--- src/verilog/bus_pkg.sv ---
`default_nettype none

package bus_pkg;

  // Processor bus geometry, 8086 style word bus
  localparam int unsigned DATA_W = 16;
  localparam int unsigned ADDR_W = 19;  // Word address, byte bit 0 folded into sel
  localparam int unsigned SEL_W  = 2;

  typedef logic [DATA_W-1:0] bus_data_t;
  typedef logic [ADDR_W-1:0] bus_addr_t;  // Holds byte address bits 19:1
  typedef logic [SEL_W-1:0]  bus_sel_t;

  // Master to slave, held stable until ack
  typedef struct packed {
    bus_addr_t adr;
    logic      tga;  // 1 for I/O space
    logic      we;
    bus_sel_t  sel;
    bus_data_t dat;
    logic      cyc;
    logic      stb;
  } wb_req_t;

  // Slave to master
  typedef struct packed {
    bus_data_t dat;
    logic      ack;  // One cycle per completed access
  } wb_rsp_t;

endpackage

`default_nettype wire

--- src/verilog/soc_map_pkg.sv ---
`default_nettype none

package soc_map_pkg;

  import bus_pkg::*;

  localparam int unsigned N_SLAVES = 8;

  typedef logic [N_SLAVES-1:0] slave_sel_t;  // One-hot

  localparam int unsigned SLV_ROM   = 0;
  localparam int unsigned SLV_VGA   = 1;
  localparam int unsigned SLV_UART  = 2;
  localparam int unsigned SLV_KEYB  = 3;
  localparam int unsigned SLV_GPIO  = 4;
  localparam int unsigned SLV_TIMER = 5;
  localparam int unsigned SLV_RAM   = 6;
  localparam int unsigned SLV_SPK   = 7;

  // Match and mask, both laid out as {tga, adr[19:1]}
  typedef struct packed {
    logic [ADDR_W:0] match;
    logic [ADDR_W:0] mask;
  } win_t;

  localparam int unsigned N_WINDOWS = 9;
  localparam int unsigned WIN_SPK   = 8;  // Refines the keyboard window, not decoded

  // First match wins
  localparam win_t WINDOWS [N_WINDOWS] = '{
    '{match: {1'b0, 19'h7FF00}, mask: {1'b1, 19'h7FF00}},  // FFE00-FFFFF boot ROM
    '{match: {1'b0, 19'h50000}, mask: {1'b1, 19'h70000}},  // A0000-BFFFF frame buffer
    '{match: {1'b1, 19'h001E0}, mask: {1'b1, 19'h07FF0}},  // io 3C0-3DF
    '{match: {1'b1, 19'h001FC}, mask: {1'b1, 19'h07FFC}},  // io 3F8-3FF COM1
    '{match: {1'b1, 19'h00030}, mask: {1'b1, 19'h07FFD}},  // io 60, 64
    '{match: {1'b1, 19'h07880}, mask: {1'b1, 19'h07FFE}},  // io F100-F103
    '{match: {1'b1, 19'h00020}, mask: {1'b1, 19'h07FFE}},  // io 40-43
    '{match: {1'b0, 19'h00000}, mask: {1'b1, 19'h00000}},  // Rest of memory
    '{match: {1'b1, 19'h00030}, mask: {1'b1, 19'h07FFF}}   // io 61 high byte
  };

  localparam int unsigned WIN_SLAVE [N_WINDOWS] = '{
    SLV_ROM, SLV_VGA, SLV_VGA, SLV_UART, SLV_KEYB,
    SLV_GPIO, SLV_TIMER, SLV_RAM, SLV_SPK
  };

  // Data placed on the bus during acknowledge cycles
  localparam bus_data_t NMI_VECTOR      = 16'h0002;
  localparam bus_data_t INT_VECTOR_BASE = 16'd8;

endpackage

`default_nettype wire

--- src/verilog/int_ack_return.sv ---
`timescale 1ns/10ps
`default_nettype none

module int_ack_return
  import bus_pkg::*, soc_map_pkg::*;
(
  input  wire        clk,
  input  wire        rst_i,
  input  wire  [7:0] intv_i,
  input  wire        inta_i,
  input  wire        nmia_i,
  output logic       intr_o,
  input  wb_rsp_t    rsp_i,
  output wb_rsp_t    rsp_o
);

  logic [7:0] intv_q;
  logic [7:0] pending;
  logic [7:0] clr_mask;
  logic       inta_q;
  logic [2:0] iid;
  logic [2:0] iid_q;  // Vector in service

  // Lowest index has priority
  always_comb begin
    iid = '0;
    for (int n = 7; n >= 0; n--) begin
      if (pending[n]) begin
        iid = 3'(n);
      end
    end
  end

  // Clear on the falling edge of inta
  always_comb begin
    clr_mask = '0;
    if (inta_q && !inta_i) begin
      clr_mask[iid_q] = 1'b1;
    end
  end

  always_ff @(posedge clk) begin
    if (rst_i) begin
      intv_q  <= '0;
      pending <= '0;
      inta_q  <= 1'b0;
    end else begin
      intv_q  <= intv_i;
      inta_q  <= inta_i;
      pending <= (pending & ~clr_mask) | (intv_i & ~intv_q);
    end
  end

  always_ff @(posedge clk) begin
    if (inta_i) begin
      iid_q <= iid;
    end
  end

  assign intr_o = |pending;

  // NMI acknowledge wins over INTA
  always_comb begin
    rsp_o.ack = rsp_i.ack;
    if (nmia_i) begin
      rsp_o.dat = NMI_VECTOR;
    end else if (inta_i) begin
      rsp_o.dat = INT_VECTOR_BASE + bus_data_t'(iid);
    end else begin
      rsp_o.dat = rsp_i.dat;
    end
  end

endmodule

`default_nettype wire

--- src/verilog/reset_debounce.sv ---
`timescale 1ns/10ps
`default_nettype none

module reset_debounce #(
  parameter int unsigned DEBOUNCE_BITS = 17
) (
  input  wire  clk,
  input  wire  rst_lck,
  output logic rst_o
);

  // Both start asserted so the system comes up in reset
  logic [DEBOUNCE_BITS-1:0] cnt   = '1;
  logic                     rst_q = 1'b1;

  always_ff @(posedge clk) begin
    if (!rst_lck) begin
      cnt <= '1;  // Any bounce restarts the hold
    end else if (cnt != '0) begin
      cnt <= cnt - 1'b1;
    end
    rst_q <= (cnt != '0);
  end

  assign rst_o = rst_q;

endmodule

`default_nettype wire

--- src/verilog/soc_bus_fabric.sv ---
`timescale 1ns/10ps
`default_nettype none

module soc_bus_fabric
  import bus_pkg::*, soc_map_pkg::*;
#(
  parameter int unsigned DEBOUNCE_BITS = 17
) (
  input  wire                      clk,
  input  wire                      rst_lck,
  input  wb_req_t                  cpu_req_i,
  output wb_rsp_t                  cpu_rsp_o,
  input  wire  [7:0]               intv_i,
  input  wire                      inta_i,
  input  wire                      nmia_i,
  output logic                     intr_o,
  output wb_req_t [N_SLAVES-1:0]   slv_req_o,
  input  wb_rsp_t [N_SLAVES-1:0]   slv_rsp_i,
  output logic                     rst_o
);

  slave_sel_t sel;
  logic       hit;
  wb_rsp_t    mux_rsp;  // Before vector substitution

  reset_debounce #(
    .DEBOUNCE_BITS (DEBOUNCE_BITS)
  ) i_reset_debounce (
    .clk     (clk),
    .rst_lck (rst_lck),
    .rst_o   (rst_o)
  );

  wb_addr_decode i_wb_addr_decode (
    .req_i (cpu_req_i),
    .sel_o (sel),
    .hit_o (hit)
  );

  wb_slave_mux i_wb_slave_mux (
    .rst_i     (rst_o),
    .req_i     (cpu_req_i),
    .sel_i     (sel),
    .hit_i     (hit),
    .slv_req_o (slv_req_o),
    .slv_rsp_i (slv_rsp_i),
    .rsp_o     (mux_rsp)
  );

  int_ack_return i_int_ack_return (
    .clk    (clk),
    .rst_i  (rst_o),
    .intv_i (intv_i),
    .inta_i (inta_i),
    .nmia_i (nmia_i),
    .intr_o (intr_o),
    .rsp_i  (mux_rsp),
    .rsp_o  (cpu_rsp_o)
  );

endmodule

`default_nettype wire

--- src/verilog/wb_addr_decode.sv ---
`timescale 1ns/10ps
`default_nettype none

module wb_addr_decode
  import bus_pkg::*, soc_map_pkg::*;
(
  input  wb_req_t    req_i,
  output slave_sel_t sel_o,
  output logic       hit_o
);

  logic [ADDR_W:0] key;

  assign key = {req_i.tga, req_i.adr};

  // Priority search over the window table
  always_comb begin
    logic found;
    found = 1'b0;
    sel_o = '0;
    for (int i = 0; i < N_WINDOWS; i++) begin
      // Speaker split is left to the mux
      if (!found && WIN_SLAVE[i] != SLV_SPK &&
          (key & WINDOWS[i].mask) == WINDOWS[i].match) begin
        sel_o[WIN_SLAVE[i]] = 1'b1;
        found = 1'b1;
      end
    end
    hit_o = found;  // Low only for unmapped I/O
  end

endmodule

`default_nettype wire

--- src/verilog/wb_slave_mux.sv ---
`timescale 1ns/10ps
`default_nettype none

module wb_slave_mux
  import bus_pkg::*, soc_map_pkg::*;
(
  input  wire                       rst_i,
  input  wb_req_t                   req_i,
  input  slave_sel_t                sel_i,
  input  wire                       hit_i,
  output wb_req_t [N_SLAVES-1:0]    slv_req_o,
  input  wb_rsp_t [N_SLAVES-1:0]    slv_rsp_i,
  output wb_rsp_t                   rsp_o
);

  logic [ADDR_W:0] key;
  logic            spk_hit;
  slave_sel_t      route;
  logic            def_ack;

  assign key = {req_i.tga, req_i.adr};

  // Port 61h high byte shares the keyboard window
  assign spk_hit = sel_i[SLV_KEYB] && req_i.sel[1] &&
                   ((key & WINDOWS[WIN_SPK].mask) == WINDOWS[WIN_SPK].match);

  always_comb begin
    route = sel_i;
    if (spk_hit) begin
      route[SLV_KEYB] = 1'b0;
      route[SLV_SPK]  = 1'b1;
    end
  end

  // Every slave sees the payload, only the routed one gets cyc/stb
  always_comb begin
    for (int k = 0; k < N_SLAVES; k++) begin
      slv_req_o[k]     = req_i;
      slv_req_o[k].cyc = req_i.cyc & route[k] & ~rst_i;
      slv_req_o[k].stb = req_i.stb & route[k] & ~rst_i;
    end
  end

  // Default responder, same-cycle ack
  assign def_ack = req_i.cyc & req_i.stb & ~hit_i;

  always_comb begin
    rsp_o.dat = '0;
    rsp_o.ack = def_ack;
    for (int k = 0; k < N_SLAVES; k++) begin
      if (route[k]) begin  // One-hot, at most one taken
        rsp_o.dat = slv_rsp_i[k].dat;
        rsp_o.ack = slv_rsp_i[k].ack;
      end
    end
  end

endmodule

`default_nettype wire
--- config.mk ---
export PLATFORM = sky130hd
export DESIGN_NAME = soc_bus_fabric
export DESIGN_NICKNAME = d
export VERILOG_FILES = /design/src/verilog/bus_pkg.sv /design/src/verilog/soc_map_pkg.sv /design/src/verilog/int_ack_return.sv /design/src/verilog/reset_debounce.sv /design/src/verilog/soc_bus_fabric.sv /design/src/verilog/wb_addr_decode.sv /design/src/verilog/wb_slave_mux.sv
export SDC_FILE = /design/constraint.sdc
export NUM_CORES = 1
export LEC_CHECK = 0
export BUFFER_PORTS_ARGS = -buffer_cell sky130_fd_sc_hd__buf_2
export CAP_MARGIN = 10
export CORE_AREA = 5 5 204 206
export CTS_CLUSTER_SIZE = 8
export DETAILED_ROUTE_END_ITERATION = 8
export DIE_AREA = 0 0 209 211
export PLACE_DENSITY_LB_ADDON = 0.15
export SLEW_MARGIN = 20
export SYNTH_ARGS = -nofsm -noshare
export SYNTH_HDL_FRONTEND = slang
export SYNTH_SLANG_ARGS = --single-unit
--- constraint.sdc ---
create_clock -name clk -period 3.6 [get_ports clk]
set_clock_uncertainty 0.15 [all_clocks]
set_input_delay 0.9 -clock clk [delete_from_list [all_inputs] [get_ports clk]]
set_output_delay 0.9 -clock clk [all_outputs]
set_load 0.05 [all_outputs]
==> results of run 1 <==
cell type report:
cell class | instances | share of cell area (%)
clock inverters | 1 | 0.380
diodes | 4 | 0.127
flip-flops and latches | 38 | 10.0
clock buffers | 7 | 2.07
inverters | 7 | 0.332
well taps | 525 | 8.30
repair buffers | 496 | 42.5
multi-input cells | 348 | 36.3
per-layer routing:
| layer | routed length (µm) | share of wire (%) | vias to the layer above | global-route usage [%] |
|---|---|---|---|---|
| li1 | - | - | 2527 | - |
| met1 | 10100 | 39 | 2403 | 12.4 |
| met2 | 13300 | 51 | 285 | 19.3 |
| met3 | 2250 | 8.6 | 39 | 3.40 |
| met4 | 392 | 1.5 | 6 | 1.89 |
| met5 | 34 | 0.13 | - | 0 |
cell usage in the layout, fill, tap and decap left out, types with 4 or more instances in the layout:
| cell type | count |
|---|---|
| dfxtp_1 | 35 |
| inv_1 | 7 |
| a21oi_2 | 7 |
| nand2_2 | 5 |
| a222oi_1 | 6 |
| buf_12 | 20 |
| buf_8 | 14 |
| o21ai_1 | 5 |
| buf_6 | 32 |
| nand2b_1 | 16 |
| nor4_1 | 5 |
| xnor2_1 | 8 |
| diode_2 | 4 |
| a21oi_4 | 7 |
| clkbuf_16 | 6 |
| nor2_4 | 14 |
| buf_4 | 94 |
| or4_1 | 5 |
| nor2_1 | 13 |
| xor2_1 | 4 |
| nand3b_1 | 4 |
| nor2_2 | 5 |
| o21ai_0 | 25 |
| nor2b_1 | 14 |
| a221oi_2 | 6 |
| nor3_1 | 15 |
| or3_4 | 5 |
| o21ba_4 | 5 |
| a21oi_1 | 20 |
| a221oi_1 | 7 |
| or2_4 | 4 |
| or3_1 | 4 |
| buf_2 | 334 |
| and3_4 | 5 |
| nor4_4 | 7 |
| a22oi_2 | 4 |
| nand3_1 | 6 |
| nand2_1 | 46 |
power by group:
group	internal, mW	total [mW]	switching [mW]
logic	0.254	0.839	0.586
clock network	0.388	0.561	0.173
registers	0.430	0.433	0.00374
total	1.07	1.83	0.762
registers in the layout, summed over array words and instances, names as in the netlist:
signal and count:
i_reset_debounce.rst_o 1, i_int_ack_return.inta_q 1, i_int_ack_return.pending 8, i_int_ack_return.iid_q 3, i_reset_debounce.cnt 17, i_int_ack_return.intv_q 8
logic make-up after synthesis:
logic type                 count (synthesis)  share of synthesized area [%]
DFF                                       38                           14.5
xor gates and xnor gates                  12                           1.93
and+or+nand+nor                          207                           22.4
buffers and inverters                    338                           45.0
AOI/OAI and AO/OA                        126                           15.7
adders and majority gates                  2                          0.459
cells in the mapped netlist, drive strengths merged (2+ instances only):
cell type,count
a2111oi,2
a211oi,2
a21oi,34
a221oi,13
a222oi,6
a22o,2
a22oi,6
a31o,2
and2,2
and3,8
buf,317
clkbuf,14
dfxtp,35
edfxtp,3
ha,2
inv,7
nand2,52
nand2b,17
nand3,7
nand3b,4
nand4,2
nor2,32
nor2b,14
nor3,18
nor4,15
o21a,2
o21ai,32
o21ba,5
o221ai,2
o22ai,3
o31ai,5
or2,6
or3,9
or4,8
or4b,6
or4bb,2
xnor2,8
xor2,4
worst max-delay path, stage by stage:
cell and delay, ps:
buf_8 100, or4b_4 560, buf_6 150, nor4_4 240, buf_6 180, buf_12 100
or2_4 170, a22oi_1 80, a21oi_1 180, o21ba_4 190, buf_8 140
what timing repair did:
action                     4_1_cts  5_1_grt
setup endpoints to repair       33       33
setup buffers                    9        5
resized for setup              101       80
pin swaps                       29       25
cloned                           1        0
worst max-delay path by stage:
stage | end | slack, ps | cells past startpoint
2_1_floorplan | cpu_rsp_o[0] | -390 | 6
3_3_place_gp | cpu_rsp_o[2] | -680 | 9
3_5_place_dp | cpu_rsp_o[2] | -710 | 9
4_1_cts | cpu_rsp_o[2] | -550 | 9
5_1_grt | cpu_rsp_o[0] | -520 | 10
6_report | cpu_rsp_o[14] | -470 | 11
==> impl_metrics.env, run 1 <==
export IMPL_worst_path_max_fanout=7
export IMPL_first_pass_iters=5
export IMPL_drive_gt1_share_pct=69.0
export IMPL_hpwl_um=22700
export IMPL_grt_usage_pct=10.6
export IMPL_via_per_inst=3.69
export IMPL_antenna_found_initial=8
export IMPL_startpoint="cpu_req_i[35]"
export IMPL_gr_total_overflow=0
export IMPL_fin_setup_tns_ps=-8090
export IMPL_rsz0062_at_grt="yes"
export IMPL_htreeDepth=2
export IMPL_vias=5260
export IMPL_placed_area_mm2=0.00685
export IMPL_multi_input_area_mm2=0.00287
export IMPL_seq_area_frac_synth_pct=14.5
export IMPL_cp_data_arrival_time_ps=3020
export IMPL_routed_wl_um=26100
export IMPL_slew_violations=0
export IMPL_clock_latency_ps=280
export IMPL_ys_types=68
export IMPL_setup_worst_path_end_class="output port"
export IMPL_avgSynthCellArea_um2=7.54
export IMPL_die_area_mm2=0.0441
export IMPL_fillers=4468
export IMPL_p_total_mw=1.83
export IMPL_synth_edf_count=3
export IMPL_cts_hold_buf=0
export IMPL_regArea_um2=791
export IMPL_min_path_cells=2
export IMPL_ys_seq_elements=38
export IMPL_fin_area_mm2=0.00791
export IMPL_dp_slack_ps=-705
export IMPL_clk_pin_slew_worst_paths_ps=60
export IMPL_yosys_warnings=0
export IMPL_irDropWorstVdd_mv=0.215
export IMPL_grt_pass1_wl_um=35700
export IMPL_die_w_um=209
export IMPL_total_leakage_power_nw=3.44
export IMPL_port_buffers=373
export IMPL_min_period_ps=4070
export IMPL_tightest_slew_ps=515
export IMPL_final_setup_viol_count=25
export IMPL_hold_ws_ps=335
export IMPL_r2r_cells=8
export IMPL_r2r_end="i_reset_debounce.cnt[7]"
export IMPL_drtIter0Drc=200
export IMPL_cts_root_buffer_cell="clkbuf_16"
export IMPL_core_area_mm2=0.0395
export IMPL_cts_tree="yes"
export IMPL_wl_per_cell_um=18.3
export IMPL_drc=0
export IMPL_hp_start="i_int_ack_return.intv_q[5]"
export IMPL_fmax_ghz=0.246
export IMPL_fin_crit_sh_pct=113
export IMPL_critPathKind="in2out"
export IMPL_synth_ff_type="dfxtp_1"
export IMPL_final_util_pct=20.1
export IMPL_netlist_area_mm2=0.00545
export IMPL_power_density_mw_per_mm2=232
export IMPL_synthToLayoutAreaGrowth_pct=45.1
export IMPL_fin_ws_ps=-467
export IMPL_cts_buffers=5
export IMPL_num_rows=73
export IMPL_status="complete, but fails checks"
export IMPL_initial_utilization_pct=13.8
export IMPL_r2r_start="i_reset_debounce.cnt[0]"
export IMPL_antenna_left=0
export IMPL_synthTopCellsByArea="buf_4, dfxtp_1, nand2_1"
export IMPL_num_io_pins=536
export IMPL_cap_violations=0
export IMPL_reg2reg_slack_ps=1100
export IMPL_yosys_area_top_type="buf_4"
export IMPL_syn_inst=723
export IMPL_gp_congestion=0.813
export IMPL_yosysTopAreaCellShare_pct=43.4
export IMPL_cts_sinks=38
export IMPL_die_height_um=211
export IMPL_slew_headroom_pct=65.7
export IMPL_cp_start_kind="input port"
export IMPL_hold_viol_final=0
export IMPL_grt_pass1_vias=5224
export IMPL_hold_class="reg2reg"
export IMPL_synthesis_nets=914
export IMPL_nNetsFinal=1087
export IMPL_hold_end="i_int_ack_return.pending[5]"
export IMPL_layoutNonFillerInstCount=1426
export IMPL_synth_async_reset_ratio_pct=0
export IMPL_clk_path_buf_depth=2
export IMPL_placedCellCount=1402
export IMPL_cp_required_ps=2550
export IMPL_grt_max_degree=18
export IMPL_violations="negative setup slack"
(Power assumes the default switching activity.)
==> run 2: changes to the inputs <==
CORE_AREA = 5 5 207 209   (was 5 5 204 206)
DIE_AREA = 0 0 212 214   (was 0 0 209 211)
PLACE_DENSITY = 0.5   (was not set)
PLACE_DENSITY_LB_ADDON = not set   (was 0.15)
SYNTH_HIERARCHICAL = 1   (was not set)
==> impl_metrics.env, run 2 <==
export IMPL_ys_types=62
export IMPL_drive_gt1_share_pct=60.9
export IMPL_ys_seq_elements=38
export IMPL_cp_required_ps=2550
export IMPL_num_rows=74
export IMPL_slew_violations=0
export IMPL_grt_usage_pct=10.5
export IMPL_cts_tree="yes"
export IMPL_status="complete, but fails checks"
export IMPL_cap_violations=0
export IMPL_synth_async_reset_ratio_pct=0
export IMPL_worst_path_max_fanout=4
export IMPL_wl_per_cell_um=17.9
export IMPL_routed_wl_um=26300
export IMPL_synth_common_cells="buf_4, nand2_1, dfxtp_1, nor2_1, o21ai_0"
export IMPL_via_per_inst=3.86
export IMPL_grt_pass1_vias=5711
export IMPL_min_period_ps=4340
export IMPL_synth_ff_type="dfxtp_1"
export IMPL_crit_chain="buf_8, buf_12, nor3_4, nand4_1, nor2_2, and4bb_2, nand3_2, o31a_1, buf_6, o211ai_1, o211ai_1, buf_4, a21oi_4, o41ai_4, buf_6"
export IMPL_hold_class="reg2reg"
export IMPL_cp_top_family="compound AO/OA/AOI/OAI gates"
export IMPL_antenna_found_initial=12
export IMPL_fin_setup_tns_ps=-12140
export IMPL_syn_inst=787
export IMPL_die_area_mm2=0.0454
export IMPL_setup_worst_path_end_class="output port"
export IMPL_port_buffers=373
export IMPL_r2r_cells=6
export IMPL_fin_area_mm2=0.00754
export IMPL_power_density_mw_per_mm2=233
export IMPL_fmax_ghz=0.230
export IMPL_clk_pin_slew_worst_paths_ps=60
export IMPL_yosys_warnings=6
export IMPL_fin_ws_ps=-739
export IMPL_cp_slowest_stage_delay_ps=300
export IMPL_clk_path_buf_depth=2
export IMPL_yosys_area_top_type="buf_4"
export IMPL_synthesis_nets=977
export IMPL_cts_root_buffer_cell="clkbuf_16"
export IMPL_final_common_cell="buf_2"
export IMPL_hold_viol_final=0
export IMPL_tightest_slew_ps=783
export IMPL_antenna_left=0
export IMPL_rsz0062_at_grt="yes"
export IMPL_nNetsFinal=1127
export IMPL_initial_utilization_pct=14.3
export IMPL_final_setup_viol_count=21
export IMPL_netlist_area_mm2=0.00581
export IMPL_hpwl_um=22800
export IMPL_grt_pass1_wl_um=36700
export IMPL_cp_start_kind="input port"
export IMPL_vias=5672
export IMPL_slew_headroom_pct=47.4
export IMPL_drtIter0Drc=207
export IMPL_cts_sinks=38
export IMPL_cp_data_arrival_time_ps=3290
export IMPL_mostFrequentLayoutCells="buf_2, buf_4, nand2_1, dfxtp_1"
export IMPL_largest_reg_flops=17
export IMPL_die_w_um=212
export IMPL_synthToLayoutAreaGrowth_pct=29.9
export IMPL_irDropWorstVdd_mv=0.303
export IMPL_num_io_pins=536
export IMPL_path_depth=15
export IMPL_violations="negative setup slack"
export IMPL_total_leakage_power_nw=3.33
export IMPL_largest_register="i_reset_debounce/cnt"
export IMPL_gr_total_overflow=0
export IMPL_path_buf_inv=5
export IMPL_placed_area_mm2=0.00676
export IMPL_critPathKind="in2out"
export IMPL_synthTopCellsByArea="buf_4, dfxtp_1, a22oi_1"
export IMPL_first_pass_iters=6
export IMPL_grt_max_degree=25
export IMPL_cts_buffers=5
export IMPL_die_height_um=214
export IMPL_seq_area_frac_synth_pct=13.6
export IMPL_core_area_mm2=0.0406
export IMPL_gp_congestion=0.913
export IMPL_fin_crit_sh_pct=121
export IMPL_synth_edf_count=3
export IMPL_yosysMostFrequentCell="buf_4"
export IMPL_reg_largest_list="i_reset_debounce/cnt: 17 flops, i_int_ack_return/intv_q: 8 flops, i_int_ack_return/pending: 8 flops"
export IMPL_cts_hold_buf=0
export IMPL_avgSynthCellArea_um2=7.38
export IMPL_htreeDepth=2
export IMPL_yosysTopAreaCellShare_pct=40.7
export IMPL_min_path_cells=2
export IMPL_dp_slack_ps=-972
export IMPL_clock_latency_ps=280
export IMPL_drc=0
export IMPL_slowest_stage="o31a_1"
run 2: cell count changes after synthesis, sizes merged, moves of 10 or more:
cell / before / now
a21oi: 34 / 16
a22oi: 6 / 32
and2: 2 / 26
a221oi: 13 / 0
nand3: 7 / 17
o22ai: 3 / 18
o211ai: 0 / 36
run 2: final cells by class:
cell class | instances | area [µm²]
clock buffers | 6 | 139
clock inverters | 2 | 12.5
well taps | 532 | 666
fillers | 4597 | 33100
diodes | 1 | 2.50
multi-input cells | 395 | 2780
inverters | 11 | 43.8
flip-flops and latches | 38 | 791
repair buffers | 486 | 3110
run 2: through the flow:
step           instances  power [mW]  hold slack [ps]  utilization, %
5_1_grt             1470        1.83              354            18.6
4_1_cts             1464        1.77              316            18.2
2_1_floorplan        787        1.52              284               -
3_3_place_gp        1439        1.29              301            16.6
6_report            1471        1.75              310            18.6
3_5_place_dp        1439        1.29              308            16.6
run 2: cell families after synthesis:
kind of cell	count (synthesis)	share of synthesized area, %
muxes	2	0.366
buffers and inverters	354	43.7
adders and majority gates	1	0.215
AOI/OAI and AO/OA	149	18.0
xor gates and xnor gates	1	0.151
other	1	0.0646
and+or+nand+nor	241	23.8
DFF	38	13.6
run 2: path summary, 6_finish.rpt:
| check | from | slack (ps) | end |
|---|---|---|---|
| max | cpu_req_i[36] | -740 | cpu_rsp_o[1] |
| min | i_reset_debounce/cnt[16] | 310 | i_reset_debounce/cnt[16] |
| max reg2reg | i_reset_debounce/cnt[0] | 1040 | i_reset_debounce/cnt[6] |
| min reg2reg | i_reset_debounce/cnt[16] | 310 | i_reset_debounce/cnt[16] |
run 2: power breakdown:
part | leakage, nW | switching, mW | internal (mW) | total (mW)
logic | 2.95 | 0.614 | 0.262 | 0.876
clock network | 0.0729 | 0.171 | 0.274 | 0.445
registers | 0.315 | 0.00393 | 0.430 | 0.434
total | 3.33 | 0.789 | 0.965 | 1.75
run 2: metal layers:
metal / global-route usage [%] / up-vias / wire [µm]
li1: - / 2724 / -
met1: 12.4 / 2582 / 10200
met2: 19.2 / 283 / 13100
met4: 3.46 / 6 / 907
met5: 0 / - / 39
met3: 1.71 / 77 / 2070
run 2: timing repair:
item                       4_1_cts  5_1_grt
setup endpoints to repair       24       24
setup buffers                   19       11
gates resized for setup         98       22
gates cloned                     2        0
pin swaps                       17       22
run 2: worst min-delay path, cell delays in order (launching register included):
cell and delay, ps:
dfxtp_1 300, o21ai_0 60, nand2_1 50
==> run 3: changes to the inputs <==
==> constraint.sdc (replaced) <==
create_clock -name clk -period 3.6 [get_ports clk]
set_clock_uncertainty 0.15 [all_clocks]
set_input_delay 0.18 -clock clk [delete_from_list [all_inputs] [get_ports clk]]
set_output_delay 0.18 -clock clk [all_outputs]
set_load 0.05 [all_outputs]
==> impl_metrics.env, run 3 (synthesis gave the netlist of run 2 again) <==
export IMPL_fillers=4666
export IMPL_total_leakage_power_nw=2.75
export IMPL_num_io_pins=536
export IMPL_hold_class="in2reg"
export IMPL_hp_start="intv_i[4]"
export IMPL_setup_worst_path_end_class="output port"
export IMPL_reg_largest_list="i_reset_debounce/cnt: 17 flops, i_int_ack_return/intv_q: 8 flops, i_int_ack_return/pending: 8 flops"
export IMPL_layoutNonFillerInstCount=1392
export IMPL_largest_register="i_reset_debounce/cnt"
export IMPL_clk_pin_slew_worst_paths_ps=60
export IMPL_cp_start_kind="input port"
export IMPL_cts_tree="yes"
export IMPL_grt_pass1_vias=5114
export IMPL_cap_violations=0
export IMPL_multi_input_area_mm2=0.00251
export IMPL_largest_reg_flops=17
export IMPL_slew_headroom_pct=33.5
export IMPL_reg2reg_slack_ps=950
export IMPL_htreeDepth=2
export IMPL_nNetsFinal=1042
export IMPL_antenna_left=0
export IMPL_antenna_found_initial=15
export IMPL_clk_path_buf_depth=2
export IMPL_die_w_um=212
export IMPL_num_rows=74
export IMPL_grt_max_degree=33
export IMPL_cp_required_ps=3270
export IMPL_core_area_mm2=0.0406
export IMPL_hold_end="i_int_ack_return/intv_q[4]"
export IMPL_grt_pass1_wl_um=34000
export IMPL_r2r_end="i_reset_debounce/cnt[6]"
export IMPL_fin_setup_tns_ps=0
export IMPL_regArea_um2=791
export IMPL_die_area_mm2=0.0454
export IMPL_routed_wl_um=24300
export IMPL_clock_latency_ps=280
export IMPL_rsz0062_at_grt="no"
export IMPL_tightest_slew_ps=994
export IMPL_initial_utilization_pct=14.3
export IMPL_irDropWorstVdd_mv=0.161
export IMPL_gp_congestion=0.846
export IMPL_p_total_mw=1.69
export IMPL_status="complete, no violations"
export IMPL_slew_violations=0
export IMPL_grt_usage_pct=9.77
export IMPL_drtIter0Drc=341
export IMPL_cts_buffers=5
export IMPL_drive_gt1_share_pct=51.8
export IMPL_first_pass_iters=5
export IMPL_r2r_start="i_reset_debounce/cnt[0]"
export IMPL_fin_ws_ps=272
export IMPL_fmax_ghz=0.300
export IMPL_final_setup_viol_count=0
export IMPL_gr_total_overflow=0
export IMPL_drc=0
export IMPL_min_period_ps=3330
export IMPL_cp_data_arrival_time_ps=3000
export IMPL_vias=5369
export IMPL_port_buffers=373
export IMPL_wl_per_cell_um=17.4
export IMPL_r2r_cells=6
export IMPL_worst_path_max_fanout=15
export IMPL_placedCellCount=1370
export IMPL_power_density_mw_per_mm2=266
export IMPL_dp_slack_ps=104
export IMPL_cts_sinks=38
export IMPL_final_common_cell="buf_2"
export IMPL_critPathKind="in2out"
export IMPL_cts_root_buffer_cell="clkbuf_16"
export IMPL_via_per_inst=3.86
export IMPL_fin_crit_sh_pct=92.4
export IMPL_mostFrequentLayoutCells="buf_2, nand2_1, dfxtp_1, nor2_1, o21ai_0"
export IMPL_die_height_um=214
export IMPL_hold_viol_final=0
export IMPL_hpwl_um=20800
export IMPL_synthToLayoutAreaGrowth_pct=9.22
export IMPL_min_path_cells=2
export IMPL_hold_ws_ps=0.171
-- run 3: cell types whose count changed in the layout (fill, tap and decap cells not counted), moves of 6 or more --
cell | before | now
buf_2 | 344 | 371
and2_4 | 16 | 0
buf_4 | 93 | 22
o21ai_0 | 26 | 34
and2_1 | 10 | 26
buf_6 | 27 | 0
diode_2 | 1 | 7
buf_8 | 12 | 0
o21ai_1 | 7 | 0
-- run 3: worst max-delay path: stages --
cell,delay [ps]
buf_2,260
nand3b_1,260
nor4_2,60
buf_4,180
nor3_2,330
clkinvlp_4,320
buf_4,240
o22ai_1,190
nor3_2,80
buf_4,140
o211ai_1,120
o211ai_1,150
a21oi_1,180
o41ai_2,120
buf_12,170
-- run 3: per-layer routing --
layer	track usage, %	vias up	part of all wire, %
met5	0	-	0.12
met4	1.98	6	1.4
met3	3.51	28	10
met2	17.0	305	50
met1	11.5	2471	39
li1	-	2559	-
-- run 3: repair_timing --
action,CTS,global route
gates resized for setup,0,3
setup buffers,0,3
hold buffers,4,0
endpoints found under the setup margin,0,1
endpoints found under the hold margin,4,0
-- run 3: where the power goes --
group          switching [mW]  internal (mW)
Clock                   0.176          0.299
Sequential            0.00390          0.430
Combinational           0.583          0.199
-- run 3: worst max path at each step --
stage             startpoint            to  slack (ps)  cells after the start
2_1_floorplan  cpu_req_i[35]  cpu_rsp_o[3]         690                     11
3_3_place_gp   cpu_req_i[21]  cpu_rsp_o[1]          90                     15
3_5_place_dp   cpu_req_i[21]  cpu_rsp_o[1]         100                     15
4_1_cts        cpu_req_i[21]  cpu_rsp_o[1]          70                     15
5_1_grt        cpu_req_i[21]  cpu_rsp_o[1]          10                     15
6_report       cpu_req_i[21]  cpu_rsp_o[1]         270                     15
-- run 3: stage by stage --
step,util (%),instance area [µm²]
after global routing,15.6,6330
after global placement,15.0,6080
final,15.6,6340
after detailed placement,15.0,6080
after CTS,15.5,6290
after floorplan,-,5810
-- run 3: cell type report --
class                           count  share of cell area (%)
Sequential cell                    38                    12.5
Antenna cell                        7                   0.276
Inverter                           11                   0.770
Clock buffer                        6                    2.37
Timing Repair Buffer              401                    33.8
Multi-Input combinational cell    395                    39.6
Tap cell                          532                    10.5
Clock inverter                      2                   0.237
